**src/common/isaPkg.sv**
```systemverilog
`default_nettype none

package isaPkg;

  localparam int opcodeWidth = 6;
  localparam int functWidth = 6;

  typedef logic [opcodeWidth-1:0] opcode_t;
  typedef logic [functWidth-1:0] funct_t;

  // Opcodes
  localparam opcode_t opRType = 6'h00;
  localparam opcode_t opJump = 6'h02;

  // R-type funct field
  localparam funct_t fnAdd = 6'h20;
  localparam funct_t fnAnd = 6'h24;
  localparam funct_t fnSub = 6'h22;
  localparam funct_t fnSlt = 6'h2A;
  localparam funct_t fnSllv = 6'h04;
  localparam funct_t fnSrav = 6'h07;
  localparam funct_t fnSll = 6'h00;
  localparam funct_t fnSra = 6'h03;
  localparam funct_t fnSrl = 6'h02;
  localparam funct_t fnJr = 6'h08;
  localparam funct_t fnMfhi = 6'h10;
  localparam funct_t fnMflo = 6'h12;
  localparam funct_t fnBreak = 6'h0D;
  localparam funct_t fnRte = 6'h13;

  // Full ALU control code set, branch and lui codes kept for the datapath
  typedef enum logic [3:0] {
    aluPassA = 4'd0,  // Also the idle code
    aluAdd = 4'd1,
    aluSub = 4'd2,
    aluAnd = 4'd3,
    aluPassB = 4'd4,
    aluShiftL1 = 4'd5,  // Shift by shamt
    aluShiftL2 = 4'd6,  // Shift by rs
    aluShiftR = 4'd7,
    aluShiftRa1 = 4'd8,
    aluShiftRa2 = 4'd9,
    aluSlt = 4'd10,
    aluBeq = 4'd11,
    aluBne = 4'd12,
    aluBle = 4'd13,
    aluBgt = 4'd14,
    aluLui = 4'd15
  } aluOp_t;

endpackage

`default_nettype wire

```
**src/common/controlPkg.sv**
```systemverilog
`default_nettype none

package controlPkg;

  localparam int stepWidth = 3;
  localparam int muxSelWidth = 2;
  localparam int writeDataSelWidth = 3;

  typedef logic [stepWidth-1:0] step_t;

  // Last step of the shared fetch sequence
  localparam step_t fetchLastStep = 3'd2;

  typedef enum logic [1:0] {
    resetPhase,
    fetchPhase,
    executePhase
  } phase_t;

  typedef enum logic [3:0] {
    aluReg,      // add, and, sub, slt
    shiftVar,    // sllv, srav
    shiftImm,    // sll, sra, srl
    jumpReg,
    returnExc,
    moveHiLo,
    breakInstr,
    jump,
    noOp         // Anything unsupported
  } instrClass_t;

  // PC input mux
  typedef enum logic [muxSelWidth-1:0] {
    pcSrcAluResult = 2'd0,
    pcSrcAluOut = 2'd1,
    pcSrcJumpTarget = 2'd2,
    pcSrcEpc = 2'd3
  } pcSource_t;

  typedef enum logic [muxSelWidth-1:0] {srcAPc = 2'd0, srcARegA = 2'd1} aluSrcA_t;
  typedef enum logic [muxSelWidth-1:0] {srcBRegB = 2'd0, srcBFour = 2'd1} aluSrcB_t;

  // Register file write address
  typedef enum logic [muxSelWidth-1:0] {
    regDstRt = 2'd0,
    regDstRd = 2'd1,
    regDstRa = 2'd3
  } regDst_t;

  typedef enum logic [writeDataSelWidth-1:0] {
    wdAluOut = 3'd0,
    wdHi = 3'd3,
    wdLo = 3'd4
  } writeData_t;

endpackage

`default_nettype wire

```
**src/common/decodeIf.sv**
```systemverilog
`timescale 1ns/1ps
`default_nettype none

interface decodeIf;
  import isaPkg::*;
  import controlPkg::*;

  instrClass_t instrClass;
  aluOp_t aluOp;  // Operation for the execute phase
  step_t execLastStep;
  logic hasExecute;
  logic [writeDataSelWidth-1:0] writeDataSel;

  modport decoder (
    output instrClass, aluOp, execLastStep, hasExecute, writeDataSel
  );
  modport sequencer (input hasExecute);
  modport counter (input execLastStep);
  modport encoder (input instrClass, aluOp, writeDataSel);

endinterface

`default_nettype wire

```
**src/hdl/instrDecoder.sv**
```systemverilog
`timescale 1ns/1ps
`default_nettype none

module instrDecoder (
  input logic clk,
  input logic reset_in,
  input isaPkg::opcode_t opcode,
  input isaPkg::funct_t funct,
  input logic decodeNow,
  decodeIf.decoder decoded
);
  import isaPkg::*;
  import controlPkg::*;

  opcode_t opcodeHeld;
  funct_t functHeld;
  opcode_t opcodeSel;
  funct_t functSel;
  instrClass_t classSel;
  instrClass_t classHeld;

  function automatic instrClass_t classify(input opcode_t op, input funct_t fn);
    instrClass_t result;
    result = noOp;
    if (op == opJump) begin
      result = jump;
    end else if (op == opRType) begin
      case (fn)
        fnAdd, fnAnd, fnSub, fnSlt: result = aluReg;
        fnSllv, fnSrav: result = shiftVar;
        fnSll, fnSra, fnSrl: result = shiftImm;
        fnJr: result = jumpReg;
        fnRte: result = returnExc;
        fnMfhi, fnMflo: result = moveHiLo;
        fnBreak: result = breakInstr;
        default: result = noOp;
      endcase
    end
    return result;
  endfunction

  always_ff @(posedge clk) begin
    if (reset_in) begin
      opcodeHeld <= '1;  // Decodes as noOp
      functHeld <= '0;
    end else if (decodeNow) begin
      opcodeHeld <= opcode;
      functHeld <= funct;
    end
  end

  // Live fields during the latch cycle so fetch step 2 sees the new instruction
  assign opcodeSel = decodeNow ? opcode : opcodeHeld;
  assign functSel = decodeNow ? funct : functHeld;

  assign classSel = classify(opcodeSel, functSel);
  assign classHeld = classify(opcodeHeld, functHeld);

  assign decoded.instrClass = classSel;
  assign decoded.hasExecute = !(classSel inside {jump, noOp});

  always_comb begin
    case (functSel)
      fnAdd: decoded.aluOp = aluAdd;
      fnAnd: decoded.aluOp = aluAnd;
      fnSub, fnBreak: decoded.aluOp = aluSub;  // break computes pc - 4
      fnSlt: decoded.aluOp = aluSlt;
      fnSllv: decoded.aluOp = aluShiftL2;
      fnSrav: decoded.aluOp = aluShiftRa2;
      fnSll: decoded.aluOp = aluShiftL1;
      fnSra: decoded.aluOp = aluShiftRa1;
      fnSrl: decoded.aluOp = aluShiftR;
      default: decoded.aluOp = aluPassA;
    endcase
  end

  always_comb begin
    if (classSel == moveHiLo) begin
      decoded.writeDataSel = (functSel == fnMfhi) ? wdHi : wdLo;
    end else begin
      decoded.writeDataSel = wdAluOut;
    end
  end

  // Execute length minus one, from the held copy only
  always_comb begin
    case (classHeld)
      aluReg, shiftImm, jumpReg, breakInstr: decoded.execLastStep = 3'd4;
      shiftVar: decoded.execLastStep = 3'd5;  // Shifter takes an extra cycle
      returnExc, moveHiLo: decoded.execLastStep = 3'd1;
      default: decoded.execLastStep = 3'd0;
    endcase
  end

endmodule

`default_nettype wire

```
**src/sequencer/stepCounter.sv**
```systemverilog
`timescale 1ns/1ps
`default_nettype none

module stepCounter (
  input logic clk,
  input logic reset_in,
  input controlPkg::phase_t phase,
  decodeIf.counter decoded,
  output controlPkg::step_t step,
  output logic lastStep
);
  import controlPkg::*;

  always_comb begin
    case (phase)
      fetchPhase: lastStep = (step == fetchLastStep);
      executePhase: lastStep = (step == decoded.execLastStep);
      default: lastStep = 1'b1;  // Reset lasts a single cycle
    endcase
  end

  always_ff @(posedge clk) begin
    if (reset_in || lastStep) begin
      step <= '0;
    end else begin
      step <= step + 3'd1;
    end
  end

endmodule

`default_nettype wire

```
**src/sequencer/cycleSequencer.sv**
```systemverilog
`timescale 1ns/1ps
`default_nettype none

module cycleSequencer (
  input logic clk,
  input logic reset_in,
  input logic lastStep,
  decodeIf.sequencer decoded,
  output controlPkg::phase_t phase,
  output logic decodeNow
);
  import controlPkg::*;

  always_ff @(posedge clk) begin
    if (reset_in) begin
      phase <= resetPhase;
    end else if (lastStep) begin
      case (phase)
        resetPhase: phase <= fetchPhase;
        fetchPhase: begin
          // j and unknown codes start the next fetch right away
          phase <= decoded.hasExecute ? executePhase : fetchPhase;
        end
        default: phase <= fetchPhase;
      endcase
    end
  end

  // Opcode and funct are latched as fetch ends
  assign decodeNow = (phase == fetchPhase) && lastStep;

endmodule

`default_nettype wire

```
**src/hdl/controlEncoder.sv**
```systemverilog
`timescale 1ns/1ps
`default_nettype none

module controlEncoder (
  input logic clk,
  input logic reset_in,
  input controlPkg::phase_t phase,
  input controlPkg::step_t step,
  decodeIf.encoder decoded,
  output logic resetOut,
  output logic pcWrite,
  output logic irWrite,
  output logic aluOutWrite,
  output logic regFileWrite,
  output logic aRegWrite,
  output logic bRegWrite,
  output logic [controlPkg::muxSelWidth-1:0] pcSource,
  output logic [controlPkg::muxSelWidth-1:0] aluSrcA,
  output logic [controlPkg::muxSelWidth-1:0] aluSrcB,
  output logic [controlPkg::muxSelWidth-1:0] regDst,
  output logic [controlPkg::writeDataSelWidth-1:0] writeDataSel,
  output isaPkg::aluOp_t aluOp
);
  import isaPkg::*;
  import controlPkg::*;

  always_ff @(posedge clk) begin
    // Every control idles unless the current step asks for it
    pcWrite <= 1'b0;
    irWrite <= 1'b0;
    aluOutWrite <= 1'b0;
    regFileWrite <= 1'b0;
    aRegWrite <= 1'b0;
    bRegWrite <= 1'b0;
    pcSource <= pcSrcAluResult;
    aluSrcA <= srcAPc;
    aluSrcB <= srcBRegB;
    regDst <= regDstRt;
    writeDataSel <= wdAluOut;
    aluOp <= aluPassA;
    if (reset_in) begin
      resetOut <= 1'b1;
    end else begin
      resetOut <= 1'b0;
      case (phase)
        fetchPhase: begin
          case (step)
            3'd0: begin  // IR load and pc + 4
              irWrite <= 1'b1;
              aluOutWrite <= 1'b1;
              aluSrcA <= srcAPc;
              aluSrcB <= srcBFour;
              aluOp <= aluAdd;
              pcSource <= pcSrcAluOut;
            end
            3'd2: begin
              pcWrite <= 1'b1;
              pcSource <= (decoded.instrClass == jump) ? pcSrcJumpTarget : pcSrcAluOut;
              if (decoded.instrClass == moveHiLo) begin
                regFileWrite <= 1'b1;
                regDst <= regDstRd;
                writeDataSel <= decoded.writeDataSel;
              end
            end
            default: ;  // Memory read in flight
          endcase
        end
        executePhase: begin
          case (decoded.instrClass)
            aluReg, shiftImm: begin
              if (step == 3'd0) begin
                aRegWrite <= (decoded.instrClass == aluReg);  // Shamt needs no rs
                bRegWrite <= 1'b1;
              end
              if (step == 3'd1) begin
                aluSrcA <= srcARegA;
                aluSrcB <= srcBRegB;
                aluOp <= decoded.aluOp;
                aluOutWrite <= 1'b1;
              end
              if (step == 3'd2) begin
                regFileWrite <= 1'b1;
                regDst <= regDstRd;
                writeDataSel <= decoded.writeDataSel;
              end
            end
            shiftVar: begin
              if (step == 3'd0) begin
                aRegWrite <= 1'b1;
                bRegWrite <= 1'b1;
              end
              // Two-cycle shifter, result captured on the second
              if (step == 3'd1 || step == 3'd2) begin
                aluSrcA <= srcARegA;
                aluSrcB <= srcBRegB;
                aluOp <= decoded.aluOp;
                aluOutWrite <= (step == 3'd2);
              end
              if (step == 3'd3) begin
                regFileWrite <= 1'b1;
                regDst <= regDstRd;
                writeDataSel <= decoded.writeDataSel;
              end
            end
            jumpReg: begin
              aRegWrite <= (step == 3'd0);
              if (step == 3'd1 || step == 3'd2) begin  // rs passed straight to pc
                aluSrcA <= srcARegA;
                aluOp <= aluPassA;
              end
              if (step == 3'd2) begin
                pcWrite <= 1'b1;
                pcSource <= pcSrcAluResult;
              end
            end
            returnExc: begin
              if (step == 3'd0) begin
                pcWrite <= 1'b1;
                pcSource <= pcSrcEpc;
              end
            end
            breakInstr: begin
              if (step == 3'd0) begin  // Undo the fetch increment
                aluSrcA <= srcAPc;
                aluSrcB <= srcBFour;
                aluOp <= decoded.aluOp;
                aluOutWrite <= 1'b1;
              end
              if (step == 3'd2) begin
                pcWrite <= 1'b1;
                pcSource <= pcSrcAluOut;
              end
            end
            default: ;  // moveHiLo waits for the write
          endcase
        end
        default: ;
      endcase
    end
  end

endmodule

`default_nettype wire

```
**src/hdl/controlUnit.sv**
```systemverilog
`timescale 1ns/1ps
`default_nettype none

module controlUnit (
  input logic clk,
  input logic reset_in,
  input isaPkg::opcode_t opcode,
  input isaPkg::funct_t funct,
  output logic resetOut,
  output logic pcWrite,
  output logic irWrite,
  output logic aluOutWrite,
  output logic regFileWrite,
  output logic aRegWrite,
  output logic bRegWrite,
  output logic [controlPkg::muxSelWidth-1:0] pcSource,
  output logic [controlPkg::muxSelWidth-1:0] aluSrcA,
  output logic [controlPkg::muxSelWidth-1:0] aluSrcB,
  output logic [controlPkg::muxSelWidth-1:0] regDst,
  output logic [controlPkg::writeDataSelWidth-1:0] writeDataSel,
  output isaPkg::aluOp_t aluOp
);
  import controlPkg::*;

  phase_t phase;
  step_t step;
  logic lastStep;
  logic decodeNow;

  decodeIf decodeBus ();

  instrDecoder decoder (
    .clk(clk),
    .reset_in(reset_in),
    .opcode(opcode),
    .funct(funct),
    .decodeNow(decodeNow),
    .decoded(decodeBus.decoder)
  );

  stepCounter counter (
    .clk(clk),
    .reset_in(reset_in),
    .phase(phase),
    .decoded(decodeBus.counter),
    .step(step),
    .lastStep(lastStep)
  );

  cycleSequencer sequencer (
    .clk(clk),
    .reset_in(reset_in),
    .lastStep(lastStep),
    .decoded(decodeBus.sequencer),
    .phase(phase),
    .decodeNow(decodeNow)
  );

  controlEncoder encoder (
    .clk(clk),
    .reset_in(reset_in),
    .phase(phase),
    .step(step),
    .decoded(decodeBus.encoder),
    .resetOut(resetOut),
    .pcWrite(pcWrite),
    .irWrite(irWrite),
    .aluOutWrite(aluOutWrite),
    .regFileWrite(regFileWrite),
    .aRegWrite(aRegWrite),
    .bRegWrite(bRegWrite),
    .pcSource(pcSource),
    .aluSrcA(aluSrcA),
    .aluSrcB(aluSrcB),
    .regDst(regDst),
    .writeDataSel(writeDataSel),
    .aluOp(aluOp)
  );

endmodule

`default_nettype wire

```
**config.mk**
```make
export PLATFORM = sky130hd
export DESIGN_NAME = controlUnit
export DESIGN_NICKNAME = d
export VERILOG_FILES = /design/src/common/isaPkg.sv /design/src/common/controlPkg.sv /design/src/common/decodeIf.sv /design/src/hdl/instrDecoder.sv /design/src/sequencer/stepCounter.sv /design/src/sequencer/cycleSequencer.sv /design/src/hdl/controlEncoder.sv /design/src/hdl/controlUnit.sv
export SDC_FILE = /design/constraint.sdc
export NUM_CORES = 1
export LEC_CHECK = 0
export BUFFER_PORTS_ARGS = -buffer_cell sky130_fd_sc_hd__buf_2
export CORE_UTILIZATION = 45
export CTS_CLUSTER_DIAMETER = 120
export DETAILED_ROUTE_END_ITERATION = 16
export GPL_TIMING_DRIVEN = 0
export PLACE_DENSITY = 0.65
export SLEW_MARGIN = 15
export SYNTH_ARGS = -nofsm -noshare
export SYNTH_HDL_FRONTEND = slang
export SYNTH_SLANG_ARGS = --single-unit
```
**constraint.sdc**
```tcl
create_clock -name clk -period 4.94 [get_ports clk]
set_clock_uncertainty 0.15 [all_clocks]
set_input_delay 0.494 -clock clk [delete_from_list [all_inputs] [get_ports clk]]
set_output_delay 0.494 -clock clk [all_outputs]
set_load 0.01 [all_outputs]
```
* Word level (Yosys, flattened, before mapping)
Memory sizes are Yosys's and may differ from the RTL's. A register that Yosys moved wholly into a read port is not among the register bits. Cells that the tools add are included.
Operators by class: mux-type cells 59, bitwise logic cells 3, $add $sub $neg 1, equal/unequal tests 32, reductions and logical operators 20
Operators with widths (count):
- one-hot mux 4 bit (9 select lines) | 1
- equality test 4 x 3 -> 1 bit (second input constant) | 7
- two-way mux 4 bit | 7
- one-hot mux 2 bit (2 select lines) | 7
- equality test 6 x 2 -> 1 bit (second input constant) | 4
- equality test 6 bit (second input constant) | 4
- logical NOT 6 bit | 3
- two-way mux 3 bit | 6
- two-way mux 6 bit | 3
- equality test 4 x 2 -> 1 bit (second input constant) | 4
- two-way mux 1 bit | 16
- OR reduction 2 bit | 7
- equality test 6 x 3 -> 1 bit (second input constant) | 2
- two-way mux 2 bit | 6
- one-hot mux 1 bit (2 select lines) | 6
- one-hot mux 3 bit (2 select lines) | 2
- one-hot mux 4 bit (3 select lines) | 1
- one-hot mux 3 bit (3 select lines) | 1
- equality test 4 x 1 -> 1 bit (second input constant) | 2
- logical NOT 4 bit | 2
- one-hot mux 4 bit (2 select lines) | 1
- equality test 3 x 2 -> 1 bit (second input constant) | 2
- equality test 6 x 4 -> 1 bit (second input constant) | 1
- equality test 6 x 5 -> 1 bit (second input constant) | 1
- other kinds (14) | 19
Storage, ports and cells: input port bits 14, memories kept 2, bits in read-only memories 512, word-level logic and storage cells 134, register bits 39, output and inout port bits 22
Memory list:
- (no name shown) | depth 64, width 4, read ports 1, clocked after Yosys merged registers in 1, write ports 0, RTL line instrDecoder.sv:28 | case (fn)
- (no name shown) | depth 64, width 4, read ports 1, clocked after Yosys merged registers in 0, write ports 0, RTL line instrDecoder.sv:28

* Longest topological paths before layout
Gate-level depths: netlist of run 1.
word-level depth 18, depth in mapped cells 21

* Modules after synthesis
Synthesis of run 1 repeated with hierarchy kept, for this count alone.
Second synthesis, totals: cell total of the unflattened synthesis 301, area, all modules 2751.4 sq um
By module, submodules not included:
- instrDecoder | instances 1, cells an instance 172, area each 1550.2 sq um, sequential area each 320.3 sq um
- controlEncoder | instances 1, cells an instance 91, area each 853.3 sq um, sequential area each 360.3 sq um
- stepCounter | instances 1, cells an instance 29, area each 259.0 sq um, sequential area each 60.1 sq um
- cycleSequencer | instances 1, cells an instance 9, area each 88.8 sq um, sequential area each 40.0 sq um

* Worst setup path before layout of run 1
OpenSTA, ideal clock, no wires.
path kind register -> register, start point register decoder.opcodeHeld[3], end point register encoder.aluOp[3], data required time 4.687 ns, clock period less this slack 5.007 ns, path slack -0.067 ns, cell stages (with the launch flop) 19, arrival 4.754 ns, cells stage by stage dfxtp_1 -> or4_4 -> a211oi_2 -> mux2_4 -> o31ai_2 -> buf_6 -> buf_6 -> buf_2 -> mux2i_1 -> inv_1 -> ha_1 -> o32ai_1 -> nand3_1 -> mux2_2 -> nand2b_1 -> a221o_1 -> o41ai_2 -> a22oi_2 -> a2111oi_2
On the way: word-level cells in the longest chain between the ends 17, elaborated cells on any way between the ends 46
Ends and longest elaborated chain:
- from (decl) | RTL line instrDecoder.sv:15 | opcode_t opcodeHeld;
- from (signal assigned) | RTL line instrDecoder.sv:47 | opcodeHeld <= opcode;
- logical NOT 6 bit | RTL line instrDecoder.sv:27 | end else if (op == opRType) begin
- two-way mux 4 bit | RTL line instrDecoder.sv:27
- two-way mux 4 bit * | RTL line instrDecoder.sv:25 | if (op == opJump) begin
- equality test 4 x 2 -> 1 bit, or another cell as far along | RTL line instrDecoder.sv:87 | case (classHeld)
- OR reduction 4 bit / OR reduction 2 bit (equally long branches) | RTL line instrDecoder.sv:87
- one-hot mux 3 bit (3 select lines) * | RTL line instrDecoder.sv:87
- equality test 3 bit * | RTL line stepCounter.sv:17 | executePhase: lastStep = (step == decoded.execLastStep);
- one-hot mux 1 bit (2 select lines) * | RTL line stepCounter.sv:15 | case (phase)
- [2 not listed]
- net decoder.functSel[1] | RTL line instrDecoder.sv:18 | funct_t functSel;
- memory (64 x 4 bit)
- two-way mux 4 bit | RTL line instrDecoder.sv:27
- two-way mux 4 bit | RTL line instrDecoder.sv:25
- equality test 4 x 2 -> 1 bit / logical NOT 4 bit (equally long branches) | RTL line controlEncoder.sv:69 | case (decoded.instrClass)
- OR reduction 2 bit | RTL line controlEncoder.sv:69
- one-hot mux 4 bit (3 select lines) * | RTL line controlEncoder.sv:69
- one-hot mux 4 bit (2 select lines) * | RTL line controlEncoder.sv:45 | case (phase)
- to (signal assigned) | RTL line controlEncoder.sv:40 | aluOp <= aluPassA;
- to (signal assigned) | RTL line controlEncoder.sv:53 | aluOp <= aluAdd;
- to (signal assigned) | RTL line controlEncoder.sv:78 | aluOp <= decoded.aluOp;
- to (decl) | RTL line controlEncoder.sv:22 | output isaPkg::aluOp_t aluOp
The timed path passes the listed nets; every way through them passes the cells marked *. A chain may end at the register's enable or synchronous reset.

* Final worst setup path of run 1
start point register decoder.opcodeHeld[3], end point register encoder.aluOp[2]
On the way: word-level cells in the longest chain between the ends 17, elaborated cells on any way between the ends 46
Ends and longest elaborated chain:
- logical NOT 6 bit | RTL line instrDecoder.sv:27
- two-way mux 4 bit | RTL line instrDecoder.sv:27
- two-way mux 4 bit | RTL line instrDecoder.sv:25
- equality test 4 x 2 -> 1 bit, or another cell as far along | RTL line instrDecoder.sv:87
- OR reduction 4 bit / OR reduction 2 bit (equally long branches) | RTL line instrDecoder.sv:87
- one-hot mux 3 bit (3 select lines) | RTL line instrDecoder.sv:87
- equality test 3 bit | RTL line stepCounter.sv:17
- one-hot mux 1 bit (2 select lines) | RTL line stepCounter.sv:15
- logical AND 1 bit | RTL line cycleSequencer.sv:30 | assign decodeNow = (phase == fetchPhase) && lastStep;
- two-way mux 6 bit, on equally long branches | RTL line instrDecoder.sv:54, instrDecoder.sv:53
- memory (64 x 4 bit) / logical NOT 6 bit (equally long branches)
- two-way mux 4 bit | RTL line instrDecoder.sv:27
- two-way mux 4 bit | RTL line instrDecoder.sv:25
- equality test 4 x 2 -> 1 bit / logical NOT 4 bit (equally long branches) | RTL line controlEncoder.sv:69
- OR reduction 2 bit | RTL line controlEncoder.sv:69
- one-hot mux 4 bit (3 select lines) * | RTL line controlEncoder.sv:69
- one-hot mux 4 bit (2 select lines) * | RTL line controlEncoder.sv:45
Every way passes the cells marked *; elsewhere a longest branch is shown, timed or not.

==> out/summary.txt, run 1 <==
Crit Path Class: flip-flop to flip-flop
CTS sink cnt: 38
Synth-to-Final Area Change: 22.3%
Max clock buf depth: 2
Worst path cell trace: or4_4 -> a211oi_4 -> mux2_4 -> o31ai_4 -> buf_6 -> buf_12 -> mux2i_4 -> ha_4 -> nand2_1 -> o22a_1 -> o32ai_4 -> nand3b_1 -> mux2_4 -> nand2b_1 -> a221o_1 -> o41ai_2 -> a22oi_2 -> buf_4 -> nor4_2
Status: complete, no violations
WL per Instance: 16.8 microns
Die W: 81.7 microns
Ant diodes: 0
GR Overflow Total: 0
# Max-Cap Violations: 0
Top_reg_cell synth: dfxtp_1
Pleak: 1.43 nW
Final Cycle Share: 0.966
Detailed-router iteration count before antenna repair: 5
Synth Register Bits: 38
Register share of total power: 0.355
CTS Root Buffer Type: clkbuf_8
Synth top area share: 0.266
CTS H-tree lvls: 2
Crit-path max FO: 5
Final WS setup: 0.168 ns
Max-slew headroom: 0.612
IO buf count: 31
Synth area leaders: dfxtp_1 (27%), ha_1 (7.4%), nor2_1 (6.4%)
GRT Resource Usage Total: 0.268
Final cell count without fillers: 483
Count leader, synth: nor2_1
Post-Synthesis Cells: 354
Arrival time worst endpoint: 4.83 ns
Largest net degree at the start of global routing: 13
Top post-synthesis cells by count: nor2_1 (49), dfxtp_1 (38), nand2_1 (27), inv_1 (19), ha_1 (17)
Num CTS Buffers: 5
Comb pwr share: 0.291
Crit. End Element: flip-flop
Worst Max-Slew Pin Slew: 0.565 ns
Crit path time final: 4.77 ns
PwrDens: 267 mW/mm^2
Worst path required time: 4.99 ns
Final ANT Viol Nets: 0
Initial antenna violation count: 0
Pint: 0.648 mW
Pre-CTS setup slack: -0.616 ns
Rows: 28
Asr flop ratio synth: 0
Slowest library cell on the worst path: or4_4
Routability cong.: 0.949
Via-per-instance ratio: 5.93
Syn. warnings: 0
Sequential element share of the synthesized area: 0.266
Clock transition at path regs: 0.08 ns
# DRC: 0
Synth cell types: 69
# placed instances: 462
Starting density of the core: 0.475
Setup violators final: 0
Maximum VDD drop: 187 uV
DP Area: 0.00314 sq mm
Die Area: 0.00668 sq mm
Final nets: 438
Vias in the first global route: 2,722
Dpl hpwl: 5880 microns
First-pass GRT wire length: 13,600 microns
Fill cells: 573
Post-synth EDFFs: 0
Via Count: 2,864
Clock share of power: 0.354
CTS tree: yes
Sw Ratio: 0.307
Cell area after layout: 0.00350 sq mm
Setup TNS: 0 ns
Critical Path Start Type: flip-flop
Worst hold path type: primary input to flip-flop
DRT Wirelength: 8120 microns
Final slew viol count: 0
NetSw: 0.287 mW
Unrepaired setup endpoints after global routing: no
Area leader, netlist: dfxtp_1
Synth Cell Area: 0.00286 sq mm
Post-synthesis average cell area: 8.08 sq um
CTS Hold Bufs: 0
Most frequent cell on the critical path: mux2_4
Peak Freq: 210 MHz
Hold Violations, Final: 0
Number of DRC markers in iteration 0: 258
Die Height: 81.7 microns
CP max stage delay: 0.54 ns
Clk Latency, worst-skew pair: 0.30 ns
I/O Pins: 36
Core ar.: 0.00603 sq mm
Share of layout cells above drive strength 1: 0.277
[per-stage QoR]
step / hold slack [ns] / util / power (mW)
final: 0.259 / 0.581 / 0.935
after floorplan: 0.283 / - / 0.510
after global routing: 0.257 / 0.581 / 0.978
after global placement: 0.303 / 0.522 / 0.570
after CTS: 0.262 / 0.573 / 0.926
after detailed placement: 0.308 / 0.522 / 0.570
[layout by cell type, fill, tap and decap left out, types with 4 or more instances in the layout]
| master | count |
|---|---|
| nor2_1 | 49 |
| or3_1 | 5 |
| mux2_2 | 9 |
| clkbuf_1 | 9 |
| nor3_1 | 11 |
| buf_2 | 33 |
| mux2i_1 | 9 |
| inv_1 | 17 |
| a31oi_1 | 7 |
| a21oi_1 | 9 |
| nand3_1 | 13 |
| nor2b_1 | 8 |
| a21oi_2 | 4 |
| buf_4 | 21 |
| dfxtp_1 | 38 |
| nand4_1 | 5 |
| clkbuf_8 | 6 |
| o21ai_0 | 16 |
| nand2_1 | 27 |
| nand2b_1 | 6 |
| ha_1 | 14 |
[critical path: cells and delay by family (launching register included)]
family,cells,cell delay (ns)
compound gates,7,1.52
simple gates,5,1.08
mux,3,0.94
buf+inv,3,0.45
flops,1,0.33
fa+ha+maj,1,0.20
[worst paths after layout]
kind,startpoint,to,slack [ns],depth (start not counted)
worst min register to register,counter.step[0],counter.step[0],0.33,1
worst max-delay path,decoder.opcodeHeld[3],encoder.aluOp[2],0.17,19
worst min-delay path,reset_in,encoder.resetOut,0.26,1
worst max register to register,decoder.opcodeHeld[3],encoder.aluOp[2],0.17,19
[per-layer routing]
metal,GRT usage,vias to the layer above,wire [microns]
met5,0,-,0
met4,0.114,0,131
met3,0.0478,14,546
met2,0.402,140,3690
met1,0.373,1328,3760
li1,-,1382,-
[timing repair]
action                                  in CTS  in global routing
gates resized for setup                     18                  3
pin swaps                                    7                  2
cloned                                       0                  0
endpoints found under the setup margin      17                  7
buffers inserted                            10                  5
hold endpoints to repair                     0                  0
[area by class of cell]
type | count | area [sq um] | area share
multi-input cells | 274 | 2020 | 0.577
flip-flops and latches | 38 | 761 | 0.217
repair buffers | 46 | 268 | 0.0765
plain buffers | 23 | 143 | 0.0408
well taps | 75 | 93.8 | 0.0268
clock buffers | 6 | 82.6 | 0.0236
inverters | 19 | 71.3 | 0.0204
clock inverters | 2 | 60.1 | 0.0172
[power groups by stage]
| stage | Combinational [mW] | Clock [mW] | Sequential, mW |
|---|---|---|---|
| finish | 0.272 | 0.331 | 0.331 |
| global route | 0.293 | 0.351 | 0.334 |
| CTS | 0.259 | 0.336 | 0.331 |
| detailed placement | 0.232 | 0 | 0.338 |
| global placement | 0.232 | 0 | 0.338 |
| floorplan | 0.172 | 0 | 0.337 |
[logic make-up (layout without fill, tap and decap cells)]
| group | count (synthesis) | in the layout | synth area share |
|---|---|---|---|
| multiplexers | 25 | 25 | 0.0975 |
| other | 1 | 3 | 0.00131 |
| XOR/XNOR | 1 | 1 | 0.00306 |
| buffers and inverters | 44 | 96 | 0.0748 |
| AO/OA/AOI/OAI | 82 | 82 | 0.222 |
| AND/OR/NAND/NOR | 146 | 146 | 0.261 |
| adder cells (fa/ha/maj) | 17 | 17 | 0.0743 |
| flip-flops | 38 | 38 | 0.266 |
(Power assumes the default switching activity.)
==> inputs of run 2 (changes only) <==
REMOVE_ABC_BUFFERS = 1   (was default)
==> out/summary.txt, run 2 (synthesis gave the netlist of run 1 again) <==
Status: complete, no violations
Synth-to-Final Area Change: 15.2%
Clk Latency, worst-skew pair: 0.30 ns
Detailed-router iteration count before antenna repair: 5
WL per Instance: 16.9 microns
Final slew viol count: 0
Sw Ratio: 0.348
CTS sink cnt: 38
Vias in the first global route: 2,599
Tot Pwr: 0.821 mW
Core ar.: 0.00603 sq mm
Die Area: 0.00668 sq mm
Die W: 81.7 microns
# DRC: 0
Crit path time final: 4.75 ns
Final ANT Viol Nets: 0
Rows: 28
Die Height: 81.7 microns
Starting density of the core: 0.475
Crit. End Element: flip-flop
Hold Violations, Final: 0
Worst Max-Slew Pin Slew: 0.927 ns
# Max-Cap Violations: 0
GRT Resource Usage Total: 0.247
CTS Root Buffer Type: clkbuf_8
Final cell count without fillers: 459
Peak Freq: 211 MHz
PwrDens: 249 mW/mm^2
Max-slew headroom: 0.365
Comb pwr share: 0.305
Worst hold path type: flip-flop to flip-flop
Arrival time worst endpoint: 4.79 ns
Clock transition at path regs: 0.08 ns
Fill cells: 572
Number of DRC markers in iteration 0: 317
Worst path required time: 4.98 ns
Final Cycle Share: 0.961
Via-per-instance ratio: 6.01
GR Overflow Total: 0
I/O Pins: 36
Clock share of power: 0.285
Largest net degree at the start of global routing: 25
Setup TNS: 0 ns
Final nets: 414
First-pass GRT wire length: 12,500 microns
CTS H-tree lvls: 2
Pleak: 1.34 nW
Commonest non-fill, non-tap cell in the layout: nor2_1
CTS tree: yes
Setup violators final: 0
Num CTS Buffers: 5
NetSw: 0.286 mW
Crit Path Class: flip-flop to flip-flop
WHS: 0.322 ns
Max clock buf depth: 2
Critical Path Start Type: flip-flop
# placed instances: 440
Via Count: 2,758
DRT Wirelength: 7750 microns
Crit-path max FO: 10
IO buf count: 32
Initial antenna violation count: 0
Pint: 0.536 mW
Maximum VDD drop: 125 uV
Routability cong.: 0.892
Share of layout cells above drive strength 1: 0.258
Register share of total power: 0.410
Ant diodes: 0
Dpl hpwl: 5450 microns
Most frequent cells in the layout: nor2_1 (49), dfxtp_1 (38), buf_2 (32), nand2_1 (27), inv_1 (18)
Unrepaired setup endpoints after global routing: yes
[run 2: cell count changes in the layout (fill, tap and decap cells not counted), sizes merged]
cell      delta
buf         -15
clkbuf       -9
bufinv       -2
clkinv       +1
clkinvlp     +1
[run 2: final timing paths]
path / end / slack (ns) / from / cells past startpoint
worst min-delay path: counter.step[0] / 0.32 / counter.step[0] / 1
worst min register to register: counter.step[0] / 0.32 / counter.step[0] / 1
worst max-delay path: encoder.aluOp[3] / 0.19 / decoder.opcodeHeld[3] / 18
worst max register to register: encoder.aluOp[3] / 0.19 / decoder.opcodeHeld[3] / 18
[run 2: power groups by stage]
stage | clock [mW] | sequential (mW) | combinational, mW
global placement | 0 | 0.342 | 0.208
floorplan | 0 | 0.339 | 0.152
CTS | 0.240 | 0.336 | 0.239
global route | 0.251 | 0.339 | 0.270
detailed placement | 0 | 0.342 | 0.215
finish | 0.234 | 0.336 | 0.250
[run 2: layout make-up]
class	count	area (sq um)	area share
well taps	75	93.8	0.0285
repair buffers	45	278	0.0843
clock inverters	2	12.5	0.00380
clock buffers	6	82.6	0.0251
inverters	19	71.3	0.0216
multi-input cells	274	2000	0.606
flip-flops and latches	38	761	0.231
[run 2: repair_timing]
action	in CTS	in global routing
hold buffers	0	0
setup endpoints to repair	17	10
gates resized for setup	14	1
hold endpoints to repair	0	0
pin swaps	4	3
setup buffers	7	5
[run 2: critical path, stage by stage, from the launching register on]
cell	delay, ns
dfxtp_1	0.32
or4_4	0.54
a211oi_4	0.24
mux2_4	0.35
o31ai_4	0.27
buf_8	0.19
mux2i_4	0.31
buf_12	0.14
ha_4	0.13
nand2_1	0.07
o22a_1	0.24
o32ai_4	0.14
nand3b_1	0.10
mux2_4	0.33
nand2b_1	0.18
a221o_1	0.32
o41ai_2	0.26
a22oi_2	0.15
a2111oi_2	0.21
[run 2: metal layers]
layer	routed length, microns	part of all wire	global-route usage
met4	253	0.033	0.104
met5	0	0	0
met1	3430	0.44	0.311
met3	496	0.064	0.0489
met2	3570	0.46	0.406
[run 2: stage by stage]
stage / instance area [sq um] / setup slack, ns / utilization
finish: 3300 / 0.191 / 0.547
global placement: 2980 / -1.96 / 0.495
CTS: 3250 / 0.00668 / 0.540
floorplan: 2730 / -0.864 / -
detailed placement: 3020 / -0.800 / 0.501
global route: 3300 / -0.00815 / 0.547
==> inputs of run 3 (changes only) <==
CELL_PAD_IN_SITES_DETAIL_PLACEMENT = 0   (was default)
CELL_PAD_IN_SITES_GLOBAL_PLACEMENT = 2   (was default)
CORE_UTILIZATION = 31   (was 45)
PLACE_DENSITY = 0.74   (was 0.65)
==> out/summary.txt, run 3 (synthesis gave the netlist of run 1 again) <==
Status: complete, but fails checks
Failing checks: design-rule violations
R2R setup slack: 0.25 ns
Hold Violations, Final: 0
NetSw: 0.283 mW
Multi-input gate area: 0.00201 sq mm
Crit. End Element: flip-flop
CTS sink cnt: 38
Clock share of power: 0.349
Worst-case reg-to-reg path depth: 16
Die W: 98.1 microns
Cell area after layout: 0.00346 sq mm
Clk Latency, worst-skew pair: 0.30 ns
Final core occ: 0.391
Reg-to-Reg Start: decoder.opcodeHeld[3]
Crit path time final: 4.69 ns
CTS Root Buffer Type: clkbuf_8
Worst Hold Path Cells: 3
Pleak: 1.41 nW
WHS: 0.324 ns
Setup violators final: 0
Critical Path Start Type: flip-flop
GR Overflow Total: 0
GRT Resource Usage Total: 0.179
Pre-CTS setup slack: -0.897 ns
Final WS setup: 0.254 ns
Arrival time worst endpoint: 4.73 ns
Peak Freq: 213 MHz
Maximum VDD drop: 103 uV
Worst R2R End: encoder.aluOp[3]
Rows: 34
Critical path endpoint: encoder.aluOp[3]
Final slew viol count: 0
Worst path required time: 4.98 ns
DP Area: 0.00307 sq mm
WL per Instance: 17.1 microns
Starting density of the core: 0.323
Vias in the first global route: 2,677
Most frequent cells in the layout: nor2_1 (49), dfxtp_1 (38), buf_2 (32), nand2_1 (27), inv_1 (19)
Sw Ratio: 0.309
CP startpoint: decoder.opcodeHeld[3]
Final ANT Viol Nets: 0
Die Area: 0.00962 sq mm
Most frequent cell on the critical path: mux2_4
Worst hold path type: primary input to flip-flop
Worst Max-Slew Pin Slew: 1.03 ns
Clock transition at path regs: 0.08 ns
Tot Pwr: 0.914 mW
Via-per-instance ratio: 5.44
Commonest non-fill, non-tap cell in the layout: nor2_1
Pint: 0.631 mW
Final Cycle Share: 0.949
CP max stage delay: 0.54 ns
IO buf count: 32
First-pass GRT wire length: 13,700 microns
Crit-path max FO: 7
Initial antenna violation count: 0
Share of layout cells above drive strength 1: 0.279
I/O Pins: 36
Crit Path Class: flip-flop to flip-flop
Synth-to-Final Area Change: 21.0%
# DRC: 2
Ant diodes: 0
Die Height: 98.1 microns
# Max-Cap Violations: 0
Num CTS Buffers: 5
Via Count: 2,715
Worst path cell trace: or4_4 -> a211oi_4 -> mux2_4 -> o31ai_4 -> buf_12 -> mux2i_4 -> inv_1 -> ha_4 -> o32ai_2 -> nand3_1 -> mux2_4 -> nand2b_4 -> a221o_1 -> o41ai_2 -> a22oi_2 -> a2111oi_2
DRT Wirelength: 8550 microns
Core ar.: 0.00885 sq mm
Max clock buf depth: 2
Slowest library cell on the worst path: or4_4
Register share of total power: 0.368
Reg area: 761 sq um
Fill cells: 917
Largest net degree at the start of global routing: 25
CTS tree: yes
Number of DRC markers in iteration 0: 103
Comb pwr share: 0.282
Dpl hpwl: 6200 microns
Detailed-router iteration count before antenna repair: 11
Routability cong.: 0.818
Max-slew headroom: 0.294
CTS H-tree lvls: 2
Final nets: 421
PwrDens: 264 mW/mm^2
run 3: per-stage QoR:
stage / std cells / setup TNS, ns
after floorplan: 331 / -8.68
after global placement: 471 / -35.38
after detailed placement: 473 / -7.40
after CTS: 488 / 0
after global routing: 499 / -0.00959
final: 499 / 0
run 3: cell type report:
type | count | area share
Clock buffer | 5 | 0.0199
Clock inverter | 3 | 0.0199
Timing Repair Buffer | 52 | 0.102
Sequential cell | 38 | 0.220
Inverter | 19 | 0.0206
Tap cell | 108 | 0.0390
Multi-Input combinational cell | 274 | 0.579
run 3: repair_timing:
action / in CTS / in global routing
cloned: 0 / 1
hold buffers: 0 / 0
endpoints found under the setup margin: 17 / 10
gates resized for setup: 11 / 7
setup buffers: 7 / 11
pin swaps: 5 / 1
run 3: power groups by stage:
stage               registers, mW  clock network, mW  logic [mW]
floorplan                   0.339                  0       0.152
global placement            0.343                  0       0.216
detailed placement          0.343                  0       0.222
CTS                         0.336              0.326       0.243
global route                0.339              0.338       0.283
finish                      0.337              0.319       0.258
run 3: routing by layer:
metal,track usage,routed length [microns],share of wire
met1,0.242,4010,0.47
met2,0.290,3960,0.46
met3,0.0286,391,0.046
met4,0.0606,187,0.022
met5,0,0,0
run 3: critical path: cells and delay by family (launching register included):
kind | cells | cell delay, ns
AOI/OAI and AO/OA | 7 | 1.73
adders and majority gates | 1 | 0.29
buffers and inverters | 2 | 0.31
DFF | 1 | 0.32
muxes | 3 | 0.98
and+or+nand+nor | 3 | 0.79
run 3: worst min path at each step:
stage	start	endpoint	slack, ns
global placement	counter.step[0]	counter.step[0]	0.31
finish	opcode[0]	decoder.opcodeHeld[0]	0.32
global route	opcode[3]	decoder.opcodeHeld[3]	0.34
floorplan	counter.step[0]	counter.step[0]	0.28
CTS	opcode[0]	decoder.opcodeHeld[0]	0.32
detailed placement	counter.step[0]	counter.step[0]	0.32
